File: config.mk
export PLATFORM = sky130hd
export DESIGN_NAME = etx_protocol
export DESIGN_NICKNAME = d
export VERILOG_FILES = /design/src/etx_pkg.sv /design/src/packet2emesh.sv /design/src/synchronizer.sv /design/src/etx_testgen.sv /design/src/etx_framer.sv /design/src/etx_protocol.sv
export SDC_FILE = /design/constraint.sdc
export NUM_CORES = 1
export LEC_CHECK = 0
export ABC_AREA = 0
export BUFFER_PORTS_ARGS = -buffer_cell sky130_fd_sc_hd__buf_2
export CAP_MARGIN = 20
export CORE_MARGIN = 2
export CORE_UTILIZATION = 50
export CTS_BUF_LIST = sky130_fd_sc_hd__clkbuf_16
export DETAILED_ROUTE_END_ITERATION = 16
export PLACE_DENSITY_LB_ADDON = 0.15
export SETUP_SLACK_MARGIN = 0.05
export SYNTH_ARGS = -nofsm -noshare
export SYNTH_HDL_FRONTEND = slang
export SYNTH_SLANG_ARGS = --single-unit
File: constraint.sdc
create_clock -name clk -period 5.1 [get_ports clk]
set_input_delay 0.765 -clock clk [delete_from_list [all_inputs] [get_ports clk]]
set_output_delay 0.765 -clock clk [all_outputs]
set_load 0.01 [all_outputs]
File: src/etx_pkg.sv
package etx_pkg;

  // ####################################################################
  // packet geometry
  // ####################################################################
  localparam int pw = 104;            // mesh packet width
  localparam int aw = 32;             // address width
  localparam int dw = 32;             // data width

  // field positions inside the 104-bit packet (lsb of each field)
  localparam int access_pos   = 0;
  localparam int write_pos    = 1;
  localparam int datamode_pos = 2;    // 2 bits
  localparam int ctrlmode_pos = 4;    // 4 bits
  localparam int dstaddr_pos  = 8;    // aw bits
  localparam int data_pos     = 40;   // dw bits
  localparam int srcaddr_pos  = 72;   // aw bits

  // ####################################################################
  // link framing
  // ####################################################################
  localparam logic [7:0] frame_first  = 8'h3F;  // beat 0 frame byte
  localparam logic [7:0] frame_second = 8'hFF;  // beat 1 frame byte

  // ####################################################################
  // test mode
  // ####################################################################
  localparam logic [11:0] tx_id   = 12'h000;  // our own link id
  localparam logic [3:0]  rr_code = 4'hD;     // read-response routing

  localparam logic [31:0] test_wr_pattern = 32'h5555_5555;
  localparam logic [31:0] test_rd_pattern = 32'hAAAA_AAAA;

  // 128-bit transmit word, msb first
  typedef struct packed {
    logic [31:0] data;       // top 32 bits
    logic [31:0] srcaddr;
    logic [7:0]  unused_hi;  // always zero
    logic [7:0]  unused_lo;  // always zero
    logic        b0_rd;      // B0: inverted write flag
    logic [6:0]  b0_rsvd;    // B0: burst bits, zero for now
    logic [3:0]  b1_ctrl;    // B1 upper nibble
    logic [3:0]  b1_dst;     // B1 lower nibble, dstaddr[31:28]
    logic [23:0] b4_b2_dst;  // dstaddr[27:4]
    logic [3:0]  b5_dst;     // dstaddr[3:0]
    logic [1:0]  b5_mode;    // datamode
    logic        b5_write;
    logic        b5_access;
  } etx_txword_fields_t;

  // same word seen as the two 64-bit io beats, beat 0 is the low half
  typedef union packed {
    etx_txword_fields_t     f;
    logic [1:0][63:0]       beat;
  } etx_txword_u;

endpackage

File: src/packet2emesh.sv
`timescale 1ns/1ps

// splits a flat mesh packet into its fields
module packet2emesh
(
  input  logic [etx_pkg::pw-1:0] packet_in,
  output logic                   write_out,
  output logic [1:0]             datamode_out,
  output logic [3:0]             ctrlmode_out,
  output logic [etx_pkg::aw-1:0] dstaddr_out,
  output logic [etx_pkg::dw-1:0] data_out,
  output logic [etx_pkg::aw-1:0] srcaddr_out
);

  // ####################################################################
  // field decode
  // ####################################################################

  // access bit is not decoded here, the strobe travels beside the packet

  assign write_out    = packet_in[etx_pkg::write_pos];

  // size of the transfer
  assign datamode_out = packet_in[etx_pkg::datamode_pos +: 2];

  // routing / special handling
  assign ctrlmode_out = packet_in[etx_pkg::ctrlmode_pos +: 4];

  // target of the transaction
  assign dstaddr_out  = packet_in[etx_pkg::dstaddr_pos +: etx_pkg::aw];

  // write data, or dummy for reads
  assign data_out     = packet_in[etx_pkg::data_pos +: etx_pkg::dw];

  // on reads this is the return address
  assign srcaddr_out  = packet_in[etx_pkg::srcaddr_pos +: etx_pkg::aw];

endmodule

File: src/synchronizer.sv
`timescale 1ns/1ps

// two-flop synchronizer for slow asynchronous levels
module synchronizer #(
  parameter int dw_sync = 1
)
(
  input  logic               clk,
  input  logic               reset,
  input  logic [dw_sync-1:0] in,
  output logic [dw_sync-1:0] out
);

  logic [dw_sync-1:0] sync_meta;  // first stage, may go metastable

  always_ff @(posedge clk or posedge reset)
  begin
    if (reset)
    begin
      sync_meta <= '0;
      out       <= '0;
    end
    else
    begin
      sync_meta <= in;         // capture raw level
      out       <= sync_meta;  // settled copy
    end
  end

endmodule

File: src/etx_testgen.sv
`timescale 1ns/1ps

// test-mode traffic source, ping-pongs a write and a read
// to our own chip address
module etx_testgen
(
  input  logic                   clk,
  input  logic                   reset,
  input  logic                   testmode,
  input  logic [11:0]            chipid,
  output logic [etx_pkg::pw-1:0] test_packet
);

  logic [etx_pkg::pw-1:0] wr_pkt;  // 32-bit write
  logic [etx_pkg::pw-1:0] rd_pkt;  // 32-bit read of same location
  logic [etx_pkg::aw-1:0] test_addr;

  assign test_addr = {chipid, 20'b0};  // chip id sits in the top 12 bits

  always_comb
  begin
    wr_pkt = '0;
    wr_pkt[etx_pkg::access_pos]                    = 1'b1;
    wr_pkt[etx_pkg::write_pos]                     = 1'b1;
    wr_pkt[etx_pkg::datamode_pos +: 2]             = 2'b10;  // 32 bit
    wr_pkt[etx_pkg::dstaddr_pos +: etx_pkg::aw]    = test_addr;
    wr_pkt[etx_pkg::data_pos +: etx_pkg::dw]       = etx_pkg::test_wr_pattern;
    wr_pkt[etx_pkg::srcaddr_pos +: etx_pkg::aw]    = etx_pkg::test_wr_pattern;
  end

  always_comb
  begin
    rd_pkt = '0;
    rd_pkt[etx_pkg::access_pos]                    = 1'b1;
    rd_pkt[etx_pkg::datamode_pos +: 2]             = 2'b10;
    rd_pkt[etx_pkg::dstaddr_pos +: etx_pkg::aw]    = test_addr;
    rd_pkt[etx_pkg::data_pos +: etx_pkg::dw]       = etx_pkg::test_rd_pattern;
    // return address: id, reg group F03, word offset of the rr register
    rd_pkt[etx_pkg::srcaddr_pos +: etx_pkg::aw]    = {etx_pkg::tx_id, 12'hF03, 2'b00,
                                                      etx_pkg::rr_code, 2'b00};
  end

  // write after anything with write clear, reset packet included
  always_ff @(posedge clk or posedge reset)
  begin
    if (reset)
      test_packet <= '0;
    else if (testmode)
    begin
      if (!test_packet[etx_pkg::write_pos])
        test_packet <= wr_pkt;
      else
        test_packet <= rd_pkt;
    end
  end

endmodule

File: src/etx_framer.sv
`timescale 1ns/1ps

// packs one mesh transaction into a 128-bit word and
// sends it as two 64-bit beats with a frame byte each
module etx_framer
(
  input  logic                   clk,
  input  logic                   reset,
  input  logic                   enable,        // transmit enable
  input  logic                   access,        // packet strobe
  input  logic                   write,
  input  logic [1:0]             datamode,
  input  logic [3:0]             ctrlmode,
  input  logic [etx_pkg::aw-1:0] dstaddr,
  input  logic [etx_pkg::dw-1:0] data,
  input  logic [etx_pkg::aw-1:0] srcaddr,
  output logic [7:0]             tx_frame_par,
  output logic [63:0]            tx_data_par,
  output logic                   sample         // high = ready for a packet
);

  // ####################################################################
  // local state
  // ####################################################################
  etx_pkg::etx_txword_u tx_word;    // word on the wire
  etx_pkg::etx_txword_u new_word;   // word built from the inputs

  logic accept;       // first beat starts
  logic second_beat;  // first beat is out, send the other half

  assign accept      = enable & access & sample;
  assign second_beat = enable & ~sample;

  // ####################################################################
  // word assembly
  // ####################################################################
  always_comb
  begin
    new_word = '0;

    // B5: low dst nibble plus the mode bits
    new_word.f.b5_access = 1'b1;          // always set on the link
    new_word.f.b5_write  = write;
    new_word.f.b5_mode   = datamode;
    new_word.f.b5_dst    = dstaddr[3:0];

    // B4..B2
    new_word.f.b4_b2_dst = dstaddr[27:4];

    // B1
    new_word.f.b1_dst    = dstaddr[31:28];
    new_word.f.b1_ctrl   = ctrlmode;

    // B0, read flag on top, burst bits stay zero
    new_word.f.b0_rd     = ~write;
    new_word.f.b0_rsvd   = 7'd0;

    // two spare bytes left zero
    new_word.f.unused_lo = 8'd0;
    new_word.f.unused_hi = 8'd0;

    // second beat payload
    new_word.f.srcaddr   = srcaddr;
    new_word.f.data      = data;
  end

  // ####################################################################
  // beat sequencing
  // ####################################################################
  always_ff @(posedge clk or posedge reset)
  begin
    if (reset)
    begin
      sample       <= 1'b1;
      tx_frame_par <= 8'd0;
      tx_word      <= '0;
    end
    else if (accept)            // beat 0 goes out next cycle
    begin
      sample       <= 1'b0;
      tx_frame_par <= etx_pkg::frame_first;
      tx_word      <= new_word;
    end
    else if (second_beat)       // beat 1, word is kept
    begin
      sample       <= 1'b1;
      tx_frame_par <= etx_pkg::frame_second;
    end
    else
    begin
      // idle or enable dropped, clear the wire
      sample       <= 1'b1;
      tx_frame_par <= 8'd0;
      tx_word      <= '0;
    end
  end

  // sample low marks the first beat
  assign tx_data_par = sample ? tx_word.beat[1] : tx_word.beat[0];

endmodule

File: src/etx_protocol.sv
`timescale 1ns/1ps

// transmit protocol stage, mesh packet in, framed 64-bit beats out
module etx_protocol
(
  input  logic                   clk,
  input  logic                   reset,
  input  logic                   testmode,      // self-generated traffic
  // system side
  input  logic                   etx_access,
  input  logic [etx_pkg::pw-1:0] etx_packet,
  input  logic                   tx_enable,
  input  logic [11:0]            chipid,
  // async waits from the io side
  input  logic                   tx_rd_wait,
  input  logic                   tx_wr_wait,
  // back-pressure
  output logic                   etx_rd_wait,
  output logic                   etx_wr_wait,
  output logic                   etx_wait,      // for the pipeline
  output logic                   etx_io_wait,   // for the arbiter
  // io side
  output logic [7:0]             tx_frame_par,
  output logic [63:0]            tx_data_par
);

  // ####################################################################
  // local signals
  // ####################################################################
  logic [etx_pkg::pw-1:0] test_packet;
  logic [etx_pkg::pw-1:0] etx_packet_mux;
  logic                   access_mux;
  logic                   enable_mux;

  logic                   etx_write;
  logic [1:0]             etx_datamode;
  logic [3:0]             etx_ctrlmode;
  logic [etx_pkg::aw-1:0] etx_dstaddr;
  logic [etx_pkg::dw-1:0] etx_data;
  logic [etx_pkg::aw-1:0] etx_srcaddr;

  logic                   sample;        // framer idle / ready
  logic [1:0]             wait_sync;     // {rd, wr} in clk domain

  // ####################################################################
  // test mode
  // ####################################################################
  etx_testgen u_testgen
  (
    .clk         (clk),
    .reset       (reset),
    .testmode    (testmode),
    .chipid      (chipid),
    .test_packet (test_packet)
  );

  assign etx_packet_mux = testmode ? test_packet : etx_packet;

  // test mode owns the link, no other traffic expected
  assign access_mux = testmode | etx_access;
  assign enable_mux = testmode | tx_enable;

  // ####################################################################
  // decode and frame
  // ####################################################################
  packet2emesh u_p2m
  (
    .packet_in    (etx_packet_mux),
    .write_out    (etx_write),
    .datamode_out (etx_datamode),
    .ctrlmode_out (etx_ctrlmode),
    .dstaddr_out  (etx_dstaddr),
    .data_out     (etx_data),
    .srcaddr_out  (etx_srcaddr)
  );

  etx_framer u_framer
  (
    .clk          (clk),
    .reset        (reset),
    .enable       (enable_mux),
    .access       (access_mux),   // forced strobe, so test mode sends
    .write        (etx_write),
    .datamode     (etx_datamode),
    .ctrlmode     (etx_ctrlmode),
    .dstaddr      (etx_dstaddr),
    .data         (etx_data),
    .srcaddr      (etx_srcaddr),
    .tx_frame_par (tx_frame_par),
    .tx_data_par  (tx_data_par),
    .sample       (sample)
  );

  // ####################################################################
  // wait handling
  // ####################################################################
  synchronizer #(.dw_sync(2)) u_wait_sync
  (
    .clk   (clk),
    .reset (reset),
    .in    ({tx_rd_wait, tx_wr_wait}),
    .out   (wait_sync)
  );

  assign etx_rd_wait = wait_sync[1];
  assign etx_wr_wait = wait_sync[0];

  assign etx_io_wait = ~sample;  // busy with beat 0

  // hold the source while io is busy or the far side pushes back
  assign etx_wait = etx_io_wait | etx_rd_wait | etx_wr_wait;

endmodule

==> results of run 1 <==
==> final cells by class <==
class | instances | area (sq um) | share of cell area
Multi-Input combinational cell | 220 | 2030 | 0.288
Sequential cell | 127 | 3180 | 0.451
Timing Repair Buffer | 203 | 1030 | 0.146
Inverter | 15 | 58.8 | 0.00833
Tap cell | 140 | 175 | 0.0248
Clock buffer | 17 | 425 | 0.0602
Clock inverter | 15 | 155 | 0.0220
==> metal layers <==
layer  wire [microns]  global-route usage
met5                0                   0
met4              131              0.0806
met3             1080              0.0729
met2             6570               0.367
met1             5810               0.304
==> sequential cells by signal, indices dropped and copies added, names as in the netlist <==
name and cells:
u_framer.sample 1, u_wait_sync.out 2, u_framer.tx_frame_par 2, u_wait_sync.sync_meta 2, u_testgen.test_packet 15, u_framer.tx_word 105
==> stage by stage <==
step / instance area, sq um / hold WS [ns] / cells
floorplan: 5530 / 0.331 / 410
global placement: 6470 / 0.333 / 704
detailed placement: 6470 / 0.348 / 704
CTS: 7060 / 0.352 / 736
global route: 7060 / 0.362 / 737
finish: 7060 / 0.350 / 737
==> critical path, delay by kind of cell, from the launching register on <==
| family | cells | cell delay, ns |
|---|---|---|
| flip-flops | 1 | 0.97 |
| multiplexers | 1 | 0.40 |
| buffers and inverters | 2 | 0.63 |
==> report_power, final <==
| group | total (mW) | switching, mW | internal [mW] |
|---|---|---|---|
| sequential | 1.28 | 0.110 | 1.17 |
| combinational | 0.596 | 0.285 | 0.311 |
| clock | 1.18 | 0.419 | 0.757 |
| total | 3.05 | 0.813 | 2.24 |
==> how the worst min path moves through the flow <==
stage                              from                 end
3_3_place_gp   u_wait_sync.sync_meta[1]  u_wait_sync.out[1]
2_1_floorplan  u_wait_sync.sync_meta[0]  u_wait_sync.out[0]
4_1_cts        u_wait_sync.sync_meta[1]  u_wait_sync.out[1]
5_1_grt        u_wait_sync.sync_meta[0]  u_wait_sync.out[0]
3_5_place_dp   u_wait_sync.sync_meta[1]  u_wait_sync.out[1]
6_report       u_wait_sync.sync_meta[1]  u_wait_sync.out[1]
==> synth_stat cells, drive strengths merged <==
| library cell | instances | area (sq um) |
|---|---|---|
| a22oi | 5 | 37.5 |
| xor2 | 1 | 8.76 |
| or3 | 1 | 6.26 |
| a222oi | 13 | 130 |
| clkbuf | 14 | 52.6 |
| mux2i | 1 | 10.0 |
| o21ai | 1 | 5.00 |
| inv | 15 | 56.3 |
| or2 | 1 | 6.26 |
| mux2 | 66 | 743 |
| o211a | 1 | 10.0 |
| buf | 34 | 215 |
| and2 | 23 | 144 |
| and3 | 2 | 12.5 |
| nand2b | 2 | 12.5 |
| a21o | 2 | 15.0 |
| and4b | 1 | 10.0 |
| nand3 | 1 | 5.00 |
| o21ba | 1 | 10.0 |
| a22o | 37 | 324 |
| dfrtp | 126 | 3150 |
| dfstp | 1 | 26.3 |
| nor2b | 2 | 12.5 |
| a221o | 48 | 480 |
| nand2 | 11 | 41.3 |
==> cells by family (layout without fill, tap and decap cells) <==
kind of cell	Yosys count	in the layout	share of synthesized area
flops	127	127	0.575
buf+inv	63	250	0.0586
xor+xnor	1	1	0.00158
mux	67	67	0.136
simple gates	44	44	0.0453
compound gates	108	108	0.183
==> summary.md, run 1 <==
| Metric | Value |
|---|---|
| Max_slew headroom | 0.304 |
| Global-route wire length before repair | 21100 microns |
| Avg WL per Cell | 18.4 microns |
| Area Growth Syn to Fin | 27.8% |
| Worst-Skew Late Latency | around 0.4 ns |
| Slew @ Worst Pin | about 1.0 ns |
| Clk pin slew, worst setup/hold paths | 0.06 ns |
| Post-Synthesis Cell Area | roughly 0.0055 sq mm |
| CTS tree | built |
| Pwr/cell area | between 400 and 500 mW/mm^2 |
| Antenna fix cells | 0 |
| RD Place Congestion | 0.754 |
| HPWL after DPL | 8630 microns |
| CP max-delay cell | dfstp_4 |
| Die footprint | around 0.012 sq mm |
| Crit path DAT | 2.43 ns |
| I/O pin count | 199 |
| Number of global-route vias before repair | ~4200 |
| PortBufs | 197 |
| Layout cell share with drive strength beyond 1 | 0.506 |
| Minimum clock period after layout | 3.19 ns |
| Final Hold Vio Count | 0 |
| Critical Path, Cell by Cell | buf_4 -> mux2_2 -> buf_2 |
| DRT Wirelength | 13600 microns |
| Power after layout | ~3.1 mW |
| Initial antenna violation count | 0 |
| Post-Syn Instances | just over 400 |
| Pin count of the biggest net entering global routing | 81 |
| CP Capture Type | primary output |
| Outcome | completed |
| Post-synth cell types | 27 |
| Core Util, Final | 0.654 |
| Die height | 109 microns |
| Max Cap Violations | 0 |
| Max clock buf depth | 2 |
| DRC violations left | 0 |
| Crit path launch | u_framer.sample |
| Fillers | 838 |
| Flop2flop setup slack | ~2.3 ns |
| Detail-routed via count per cell | around 5.7 |
| YS warnings | 0 |
| CP max stage delay | between 0.9 and 1 ns |
| Most frequent cells in the layout | buf_2, dfrtp_1, mux2_2 |
| Post-CTS sizing | 0 |
| DRT iter0 DRCs | 315 |
| # nets final | 707 |
| Fmax | 313 MHz |
| R2R cell count | 4 |
| CTS Hold Bufs | 0 |
| H-tree depth | 4 |
| R2R Path End | u_framer.tx_word[72] |
| Via count | ~4200 |
| Hold Crit Class | reg -> reg |
| Finish-stage setup viols | 0 |
| RSZ-0062 raised after global routing | false |
| CTS root buf | clkbuf_16 |
| CP endpoint | tx_data_par[8] |
| Routed Antenna Nets | 0 |
| Final Skew | 0.00759 ns |
| Setup bufs post-CTS | 0 |
| #FFs+latches synth | 127 |
| Syn nets | 533 |
| Synth Area per Inst | about 13 sq um |
| CTS buffer count | 17 |
| Setup CP Type | reg -> out |
| Worst VDD drop | 237 uV |
| CTS sink count | roughly 130 |
| Total Routing Usage GR | 0.232 |
| Hold Path Cell Cnt | 0 |
| Worst r2r src | u_framer.sample |
| Core area | 0.0108 sq mm |
| Setup TNS | 0 ns |
| Chip width | 109 microns |
| Num rows | 38 |
| Initial Util | 0.512 |
| Fin. max-slew vios | 0 |
| Critical Path Start Type | register |
| Leakage | about 3.7 nW |
| Worst slack, placed | 2.11 ns |
| Final WS setup | 1.91 ns |
| Pre-antenna DRT Iters | 7 |
| Seq/Total Area, Yosys | 0.575 |
| CP Max Fanout | 58 |
| Tcrit/Tclk final | 0.626 |
| Most common cell after layout, fill and taps aside | buf_2 |
| GR Overflow Total | 0 |
| CP Data Required Time | approximately 4.3 ns |
Power figures use the tool's default switching activity.
==> inputs of run 2 (changes only) <==
--- a/config.mk
+++ b/config.mk
@@ -5,11 +5,11 @@
 export SDC_FILE = /design/constraint.sdc
 export NUM_CORES = 1
 export LEC_CHECK = 0
-export ABC_AREA = 0
+export ABC_AREA = 1
 export BUFFER_PORTS_ARGS = -buffer_cell sky130_fd_sc_hd__buf_2
 export CAP_MARGIN = 20
 export CORE_MARGIN = 2
-export CORE_UTILIZATION = 50
+export CORE_UTILIZATION = 47
 export CTS_BUF_LIST = sky130_fd_sc_hd__clkbuf_16
 export DETAILED_ROUTE_END_ITERATION = 16
 export PLACE_DENSITY_LB_ADDON = 0.15
==> constraint.sdc (replaced) <==
create_clock -name clk -period 2.6 [get_ports clk]
set_input_delay 0.39 -clock clk [delete_from_list [all_inputs] [get_ports clk]]
set_output_delay 0.39 -clock clk [all_outputs]
set_load 0.01 [all_outputs]
==> summary.md, run 2 <==
| Metric | Value |
|---|---|
| Largest family of logic cells by synthesized area | simple AND/OR/NAND/NOR gates |
| Psw | 1.65 mW |
| Global-route wire length before repair | 28200 microns |
| Internal Power | about 4.1 mW |
| Outcome | completed |
| HPWL after DPL | 10300 microns |
| Fmax | 423 MHz |
| Slew @ Worst Pin | 0.926 ns |
| Routed Antenna Nets | 0 |
| Post-synthesis mux area share | 0 |
| Area Growth Syn to Fin | 24.8% |
| Avg WL per Cell | 13.3 microns |
| PortBufs | ~200 |
| CP Data Required Time | 2.21 ns |
| CTS root buf | clkbuf_16 |
| Gate power share | 0.185 |
| Dominant cell type by area after synthesis | dfrtp_1 |
| Final Skew | 0.00735 ns |
| EDFF count, synth | 0 |
| Most common cell in the netlist | nand2_1 |
| Critical Path, Cell by Cell | buf_4 -> nand2_1 -> nand2_1 -> buf_2 |
| Via count | approximately 6300 |
| Initial Util | 0.477 |
| Most frequent cells in the layout | nand2_1, buf_2, dfrtp_1 |
| Seq/Total Area, Yosys | 0.486 |
| DRT Wirelength | around 17000 microns |
| RSZ-0062 raised after global routing | false |
| Finish-stage setup viols | 0 |
| I/O pin count | 199 |
| CP max stage delay | approximately 0.6 ns |
| Main synth FF type | dfrtp_1 |
| Adder-Cell Fraction of Synth Area | 0 |
| CTS Hold Bufs | 0 |
| #FFs+latches synth | 127 |
| CTS tree | built |
| Post-Synthesis Cell Area | 0.00654 sq mm |
| Initial antenna violation count | 0 |
| # nets final | between 1000 and 1500 |
| Post-Syn Instances | 958 |
| Final non-filler cell total | ~1300 |
| Minimum clock period after layout | around 2.4 ns |
| Die height | between 100 and 150 microns |
| Number of global-route vias before repair | 5840 |
| Synth Area in Compound Gates | 0.00153 |
| Setup CP Type | reg -> out |
| Async SR Flop Fraction | 1.00 |
| CP Max Fanout | 65 |
| Post-Synth Simple-Gate Area | 0.418 |
| CTS sink count | around 130 |
| CP Capture Type | primary output |
| Critical Path Start Type | register |
| Max_slew headroom | 0.382 |
| Total Routing Usage GR | 0.245 |
| Core Util, Final | 0.595 |
| Placed inst area | ~0.0076 sq mm |
| Largest reg by FF count | u_framer.tx_word |
| CTS buffer count | 17 |
| Regs by FF count | u_framer.tx_word: 105 flops, u_testgen.test_packet: 15 flops |
| Post-CTS sizing | 0 |
| Die footprint | 0.0149 sq mm |
| Area fraction of the dominant cell type after synthesis | 0.482 |
| Setup TNS | 0 ns |
| Core area | 0.0137 sq mm |
| Num rows | 43 |
| # placed instances | 1279 |
| Pin count of the biggest net entering global routing | 106 |
| RD Place Congestion | approximately 0.78 |
| YS warnings | 0 |
| Max Cap Violations | 0 |
| Chip width | 122 microns |
| Most common cell on crit path | nand2_1 |
| Post-synth cell types | 17 |
| Clock power share | 0.420 |
| Top post-synthesis cells by count | nand2_1, dfrtp_1, nand3_1, inv_1, nor2_1 |
| Sequential Power Share | 0.395 |
| Syn nets | 1081 |
| H-tree depth | 4 |
| Final Hold Vio Count | 0 |
| Most common cell after layout, fill and taps aside | nand2_1 |
| Antenna fix cells | 0 |
| Pre-antenna DRT Iters | 5 |
| Crit path DAT | 1.98 ns |
| Worst-Skew Late Latency | 0.42 ns |
| Layout cell share with drive strength beyond 1 | 0.218 |
| CP max-delay cell | buf_4 |
| Sw Ratio | 0.285 |
| Tcrit/Tclk final | 0.910 |
| Synth Area per Inst | 6.83 sq um |
| XOR/XNOR share of the synthesized area | 0 |
| Worst VDD drop | 728 uV |
| Clk pin slew, worst setup/hold paths | 0.06 ns |
| Synth area leaders | dfrtp_1, nand2_1, nand3_1 |
| GR Overflow Total | 0 |
| Leakage | 5.24 nW |
| Hold Crit Class | in -> async |
| Pwr/cell area | 709 mW/mm^2 |
| Fin. max-slew vios | 0 |
| Max clock buf depth | 2 |
| DRT iter0 DRCs | 533 |
| Detail-routed via count per cell | slightly below 5 |
| Max FFs per register | 105 |
| DRC violations left | 0 |
| Setup bufs post-CTS | 0 |
| Design area | 0.00816 sq mm |
## run 2: cell count changes after synthesis, moves of 16 or more
cell,previous run,this run
nand2_1,11,545
nand3_1,1,104
mux2_2,66,0
inv_1,15,65
a221o_1,48,0
nor2_1,0,38
a22o_1,37,0
and2_1,23,0
clkbuf_1,14,30
## run 2: path summary, 6_finish.rpt
path                                             end  slack [ns]  cells after the start                     start
max in group asynchronous            u_framer.sample        1.81                      3                     reset
max                                  tx_data_par[19]        0.23                      4           u_framer.sample
min                        u_testgen.test_packet[37]       0.002                      2                     reset
max reg2reg                     u_framer.tx_word[29]        0.45                      6           u_framer.sample
min reg2reg                       u_wait_sync.out[0]        0.35                      0  u_wait_sync.sync_meta[0]
min in group clk            u_wait_sync.sync_meta[0]        0.07                      1                tx_wr_wait
## run 2: layout make-up
| class | count | area [sq um] |
|---|---|---|
| Tap cell | 180 | 225 |
| Inverter | 68 | 260 |
| Fill cell | 1383 | 5560 |
| Clock buffer | 17 | 425 |
| Multi-Input combinational cell | 693 | 2750 |
| Clock inverter | 15 | 178 |
| Timing Repair Buffer | 211 | 1140 |
| Sequential cell | 127 | 3180 |
## run 2: power by group through the flow
stage          registers, mW  clock network [mW]  logic, mW
2_1_floorplan           2.30                   0      0.708
5_1_grt                 2.31                2.57       1.22
3_3_place_gp            2.31                   0       1.07
4_1_cts                 2.29                2.47       1.09
6_report                2.29                2.43       1.07
3_5_place_dp            2.32                   0       1.08
## run 2: worst max-delay path, delay by kind of cell, from the launching register on
family,cells,cell delay (ns)
and+or+nand+nor,2,0.27
buffers and inverters,2,0.74
DFF,1,0.53
## run 2: through the flow
step	worst slack, ns	power [mW]	hold WS, ns
after detailed placement	0.405	3.40	0.336
after global placement	0.488	3.39	0.334
after floorplan	0.644	3.01	0.331
final	0.234	5.79	0.00172
after global routing	0.0934	6.10	0.0351
after CTS	0.200	5.85	0.00830
## run 2: cells by family (layout without fill, tap and decap cells)
| family | after synthesis | in the layout |
|---|---|---|
| compound gates | 2 | 2 |
| flops | 127 | 127 |
| simple gates | 691 | 691 |
| buf+inv | 138 | 311 |
## run 2: layer usage
layer / share of wire / vias up / GRT usage
met2: 0.47 / 191 / 0.393
li1: - / 3192 / -
met1: 0.45 / 2892 / 0.327
met4: 0.013 / 0 / 0.0654
met3: 0.066 / 19 / 0.0702
met5: 0 / - / 0
==> inputs of run 3 (changes only) <==
--- a/config.mk
+++ b/config.mk
@@ -12,7 +12,8 @@
 export CORE_UTILIZATION = 47
 export CTS_BUF_LIST = sky130_fd_sc_hd__clkbuf_16
 export DETAILED_ROUTE_END_ITERATION = 16
-export PLACE_DENSITY_LB_ADDON = 0.15
+export HOLD_SLACK_MARGIN = 0.06
+export PLACE_DENSITY_LB_ADDON = 0.05
 export SETUP_SLACK_MARGIN = 0.05
 export SYNTH_ARGS = -nofsm -noshare
 export SYNTH_HDL_FRONTEND = slang
==> summary.md, run 3 (synthesis gave the netlist of run 2 again) <==
| Metric | Value |
|---|---|
| Outcome | completed |
| DRT iter0 DRCs | 451 |
| Flop2flop setup slack | approximately 0.4 ns |
| CTS root buf | clkbuf_16 |
| Chip width | 122 microns |
| R2R cell count | 6 |
| Max clock buf depth | 2 |
| Clk pin slew, worst setup/hold paths | 0.05 ns |
| Leakage | 5.21 nW |
| Core Util, Final | 0.588 |
| Worst-Skew Late Latency | roughly 0.41 ns |
| Number of global-route vias before repair | 5784 |
| Num rows | between 40 and 50 |
| RSZ-0062 raised after global routing | false |
| Most frequent cells in the layout | nand2_1, buf_2, dfrtp_1 |
| H-tree depth | 4 |
| Pwr/cell area | 674 mW/mm^2 |
| Setup TNS | 0 ns |
| Largest reg by FF count | u_framer.tx_word |
| Via count | 6289 |
| Power after layout | 5.44 mW |
| DRT Wirelength | 17700 microns |
| I/O pin count | 199 |
| Final Hold Vio Count | 0 |
| Total Routing Usage GR | 0.242 |
| Die height | 122 microns |
| CP max-delay cell | dfstp_2 |
| Max Cap Violations | 0 |
| Global-route wire length before repair | 28100 microns |
| GR Overflow Total | 0 |
| Fillers | 1420 |
| # nets final | roughly 1200 |
| CP Max Fanout | 44 |
| Tcrit/Tclk final | 0.874 |
| Avg WL per Cell | roughly 13 microns |
| Finish-stage setup viols | 0 |
| Critical Path Start Type | register |
| Hold Crit Class | in -> reg |
| Die footprint | 0.0149 sq mm |
| CP Capture Type | primary output |
| Hold Path Cell Cnt | 1 |
| HPWL after DPL | around 11000 microns |
| CP max stage delay | between 0.5 and 0.6 ns |
| CP Data Required Time | 2.21 ns |
| CTS tree | built |
| CTS sink count | 127 |
| Critical Path, Cell by Cell | inv_2 -> or3_1 -> buf_2 |
| Crit path DAT | 1.88 ns |
| Most common cell after layout, fill and taps aside | nand2_1 |
| PortBufs | 197 |
| Core area | 0.0137 sq mm |
| Setup CP Type | reg -> out |
| Initial antenna violation count | 1 |
| Final Skew | roughly 0.0045 ns |
| Initial Util | 0.477 |
| Routed Antenna Nets | 0 |
| Minimum clock period after layout | approximately 2.3 ns |
| Pre-antenna DRT Iters | 5 |
| Max FFs per register | 105 |
| Fmax | 440 MHz |
| Max_slew headroom | 0.385 |
| Area Growth Syn to Fin | 23.5% |
| Setup bufs post-CTS | 0 |
| Detail-routed via count per cell | 4.79 |
| Fin. max-slew vios | 0 |
| Pin count of the biggest net entering global routing | 106 |
| Slew @ Worst Pin | 0.921 ns |
| Layout cell share with drive strength beyond 1 | 0.216 |
| DRC violations left | 0 |
| Worst VDD drop | 608 uV |
| CTS buffer count | 17 |
| RD Place Congestion | 0.792 |
| Regs by FF count | u_framer.tx_word: 105 flops, u_testgen.test_packet: 15 flops |
run 3: timing repair:
item | in CTS | in global routing
hold buffers | 0 | 0
gates resized for setup | 0 | 1
setup endpoints to repair | 0 | 1
run 3: per-stage QoR:
stage	hold WS (ns)	instances	instance area, sq um	setup WS (ns)
6_report	0.0858	1312	8070	0.327
5_1_grt	0.0680	1312	8070	0.192
4_1_cts	0.0687	1311	8070	0.202
3_5_place_dp	0.342	1280	7550	0.392
3_3_place_gp	0.334	1280	7550	0.405
2_1_floorplan	0.331	958	6540	0.644
run 3: worst max-delay path, delay by kind of cell (launching register included):
kind,cells,cell delay [ns]
flip-flops,1,0.54
buffers and inverters,2,0.48
AND/OR/NAND/NOR,1,0.44
run 3: power by group:
group	switching (mW)	leakage (nW)	internal, mW
logic	0.694	3.29	0.381
clock network	0.811	0.269	1.27
registers	0.106	1.65	2.18
total	1.61	5.21	3.83
run 3: path summary, 6_finish.rpt:
path	to	startpoint
worst max-delay path	etx_wait	u_framer.sample
min in group asynchronous	u_framer.tx_word[96]	reset
worst min-delay path	u_wait_sync.sync_meta[1]	tx_rd_wait
max in group asynchronous	u_framer.tx_word[82]	reset
worst max register to register	u_framer.tx_word[108]	u_framer.sample
worst min register to register	u_wait_sync.out[0]	u_wait_sync.sync_meta[0]
run 3: layout make-up:
cell class              count  area [sq um]  share of cell area
clock inverters            14          86.3              0.0107
well taps                 180           225              0.0279
clock buffers              17           425              0.0527
inverters                  68           260              0.0322
diodes                      1          2.50            0.000310
multi-input cells         693          2750               0.341
flip-flops and latches    127          3180               0.394
repair buffers            212          1140               0.141
run 3: routing by layer:
layer | track usage | wire, microns
met5 | 0 | 0
met4 | 0.0812 | 362
met3 | 0.0510 | 868
met2 | 0.388 | 8320
met1 | 0.328 | 8100
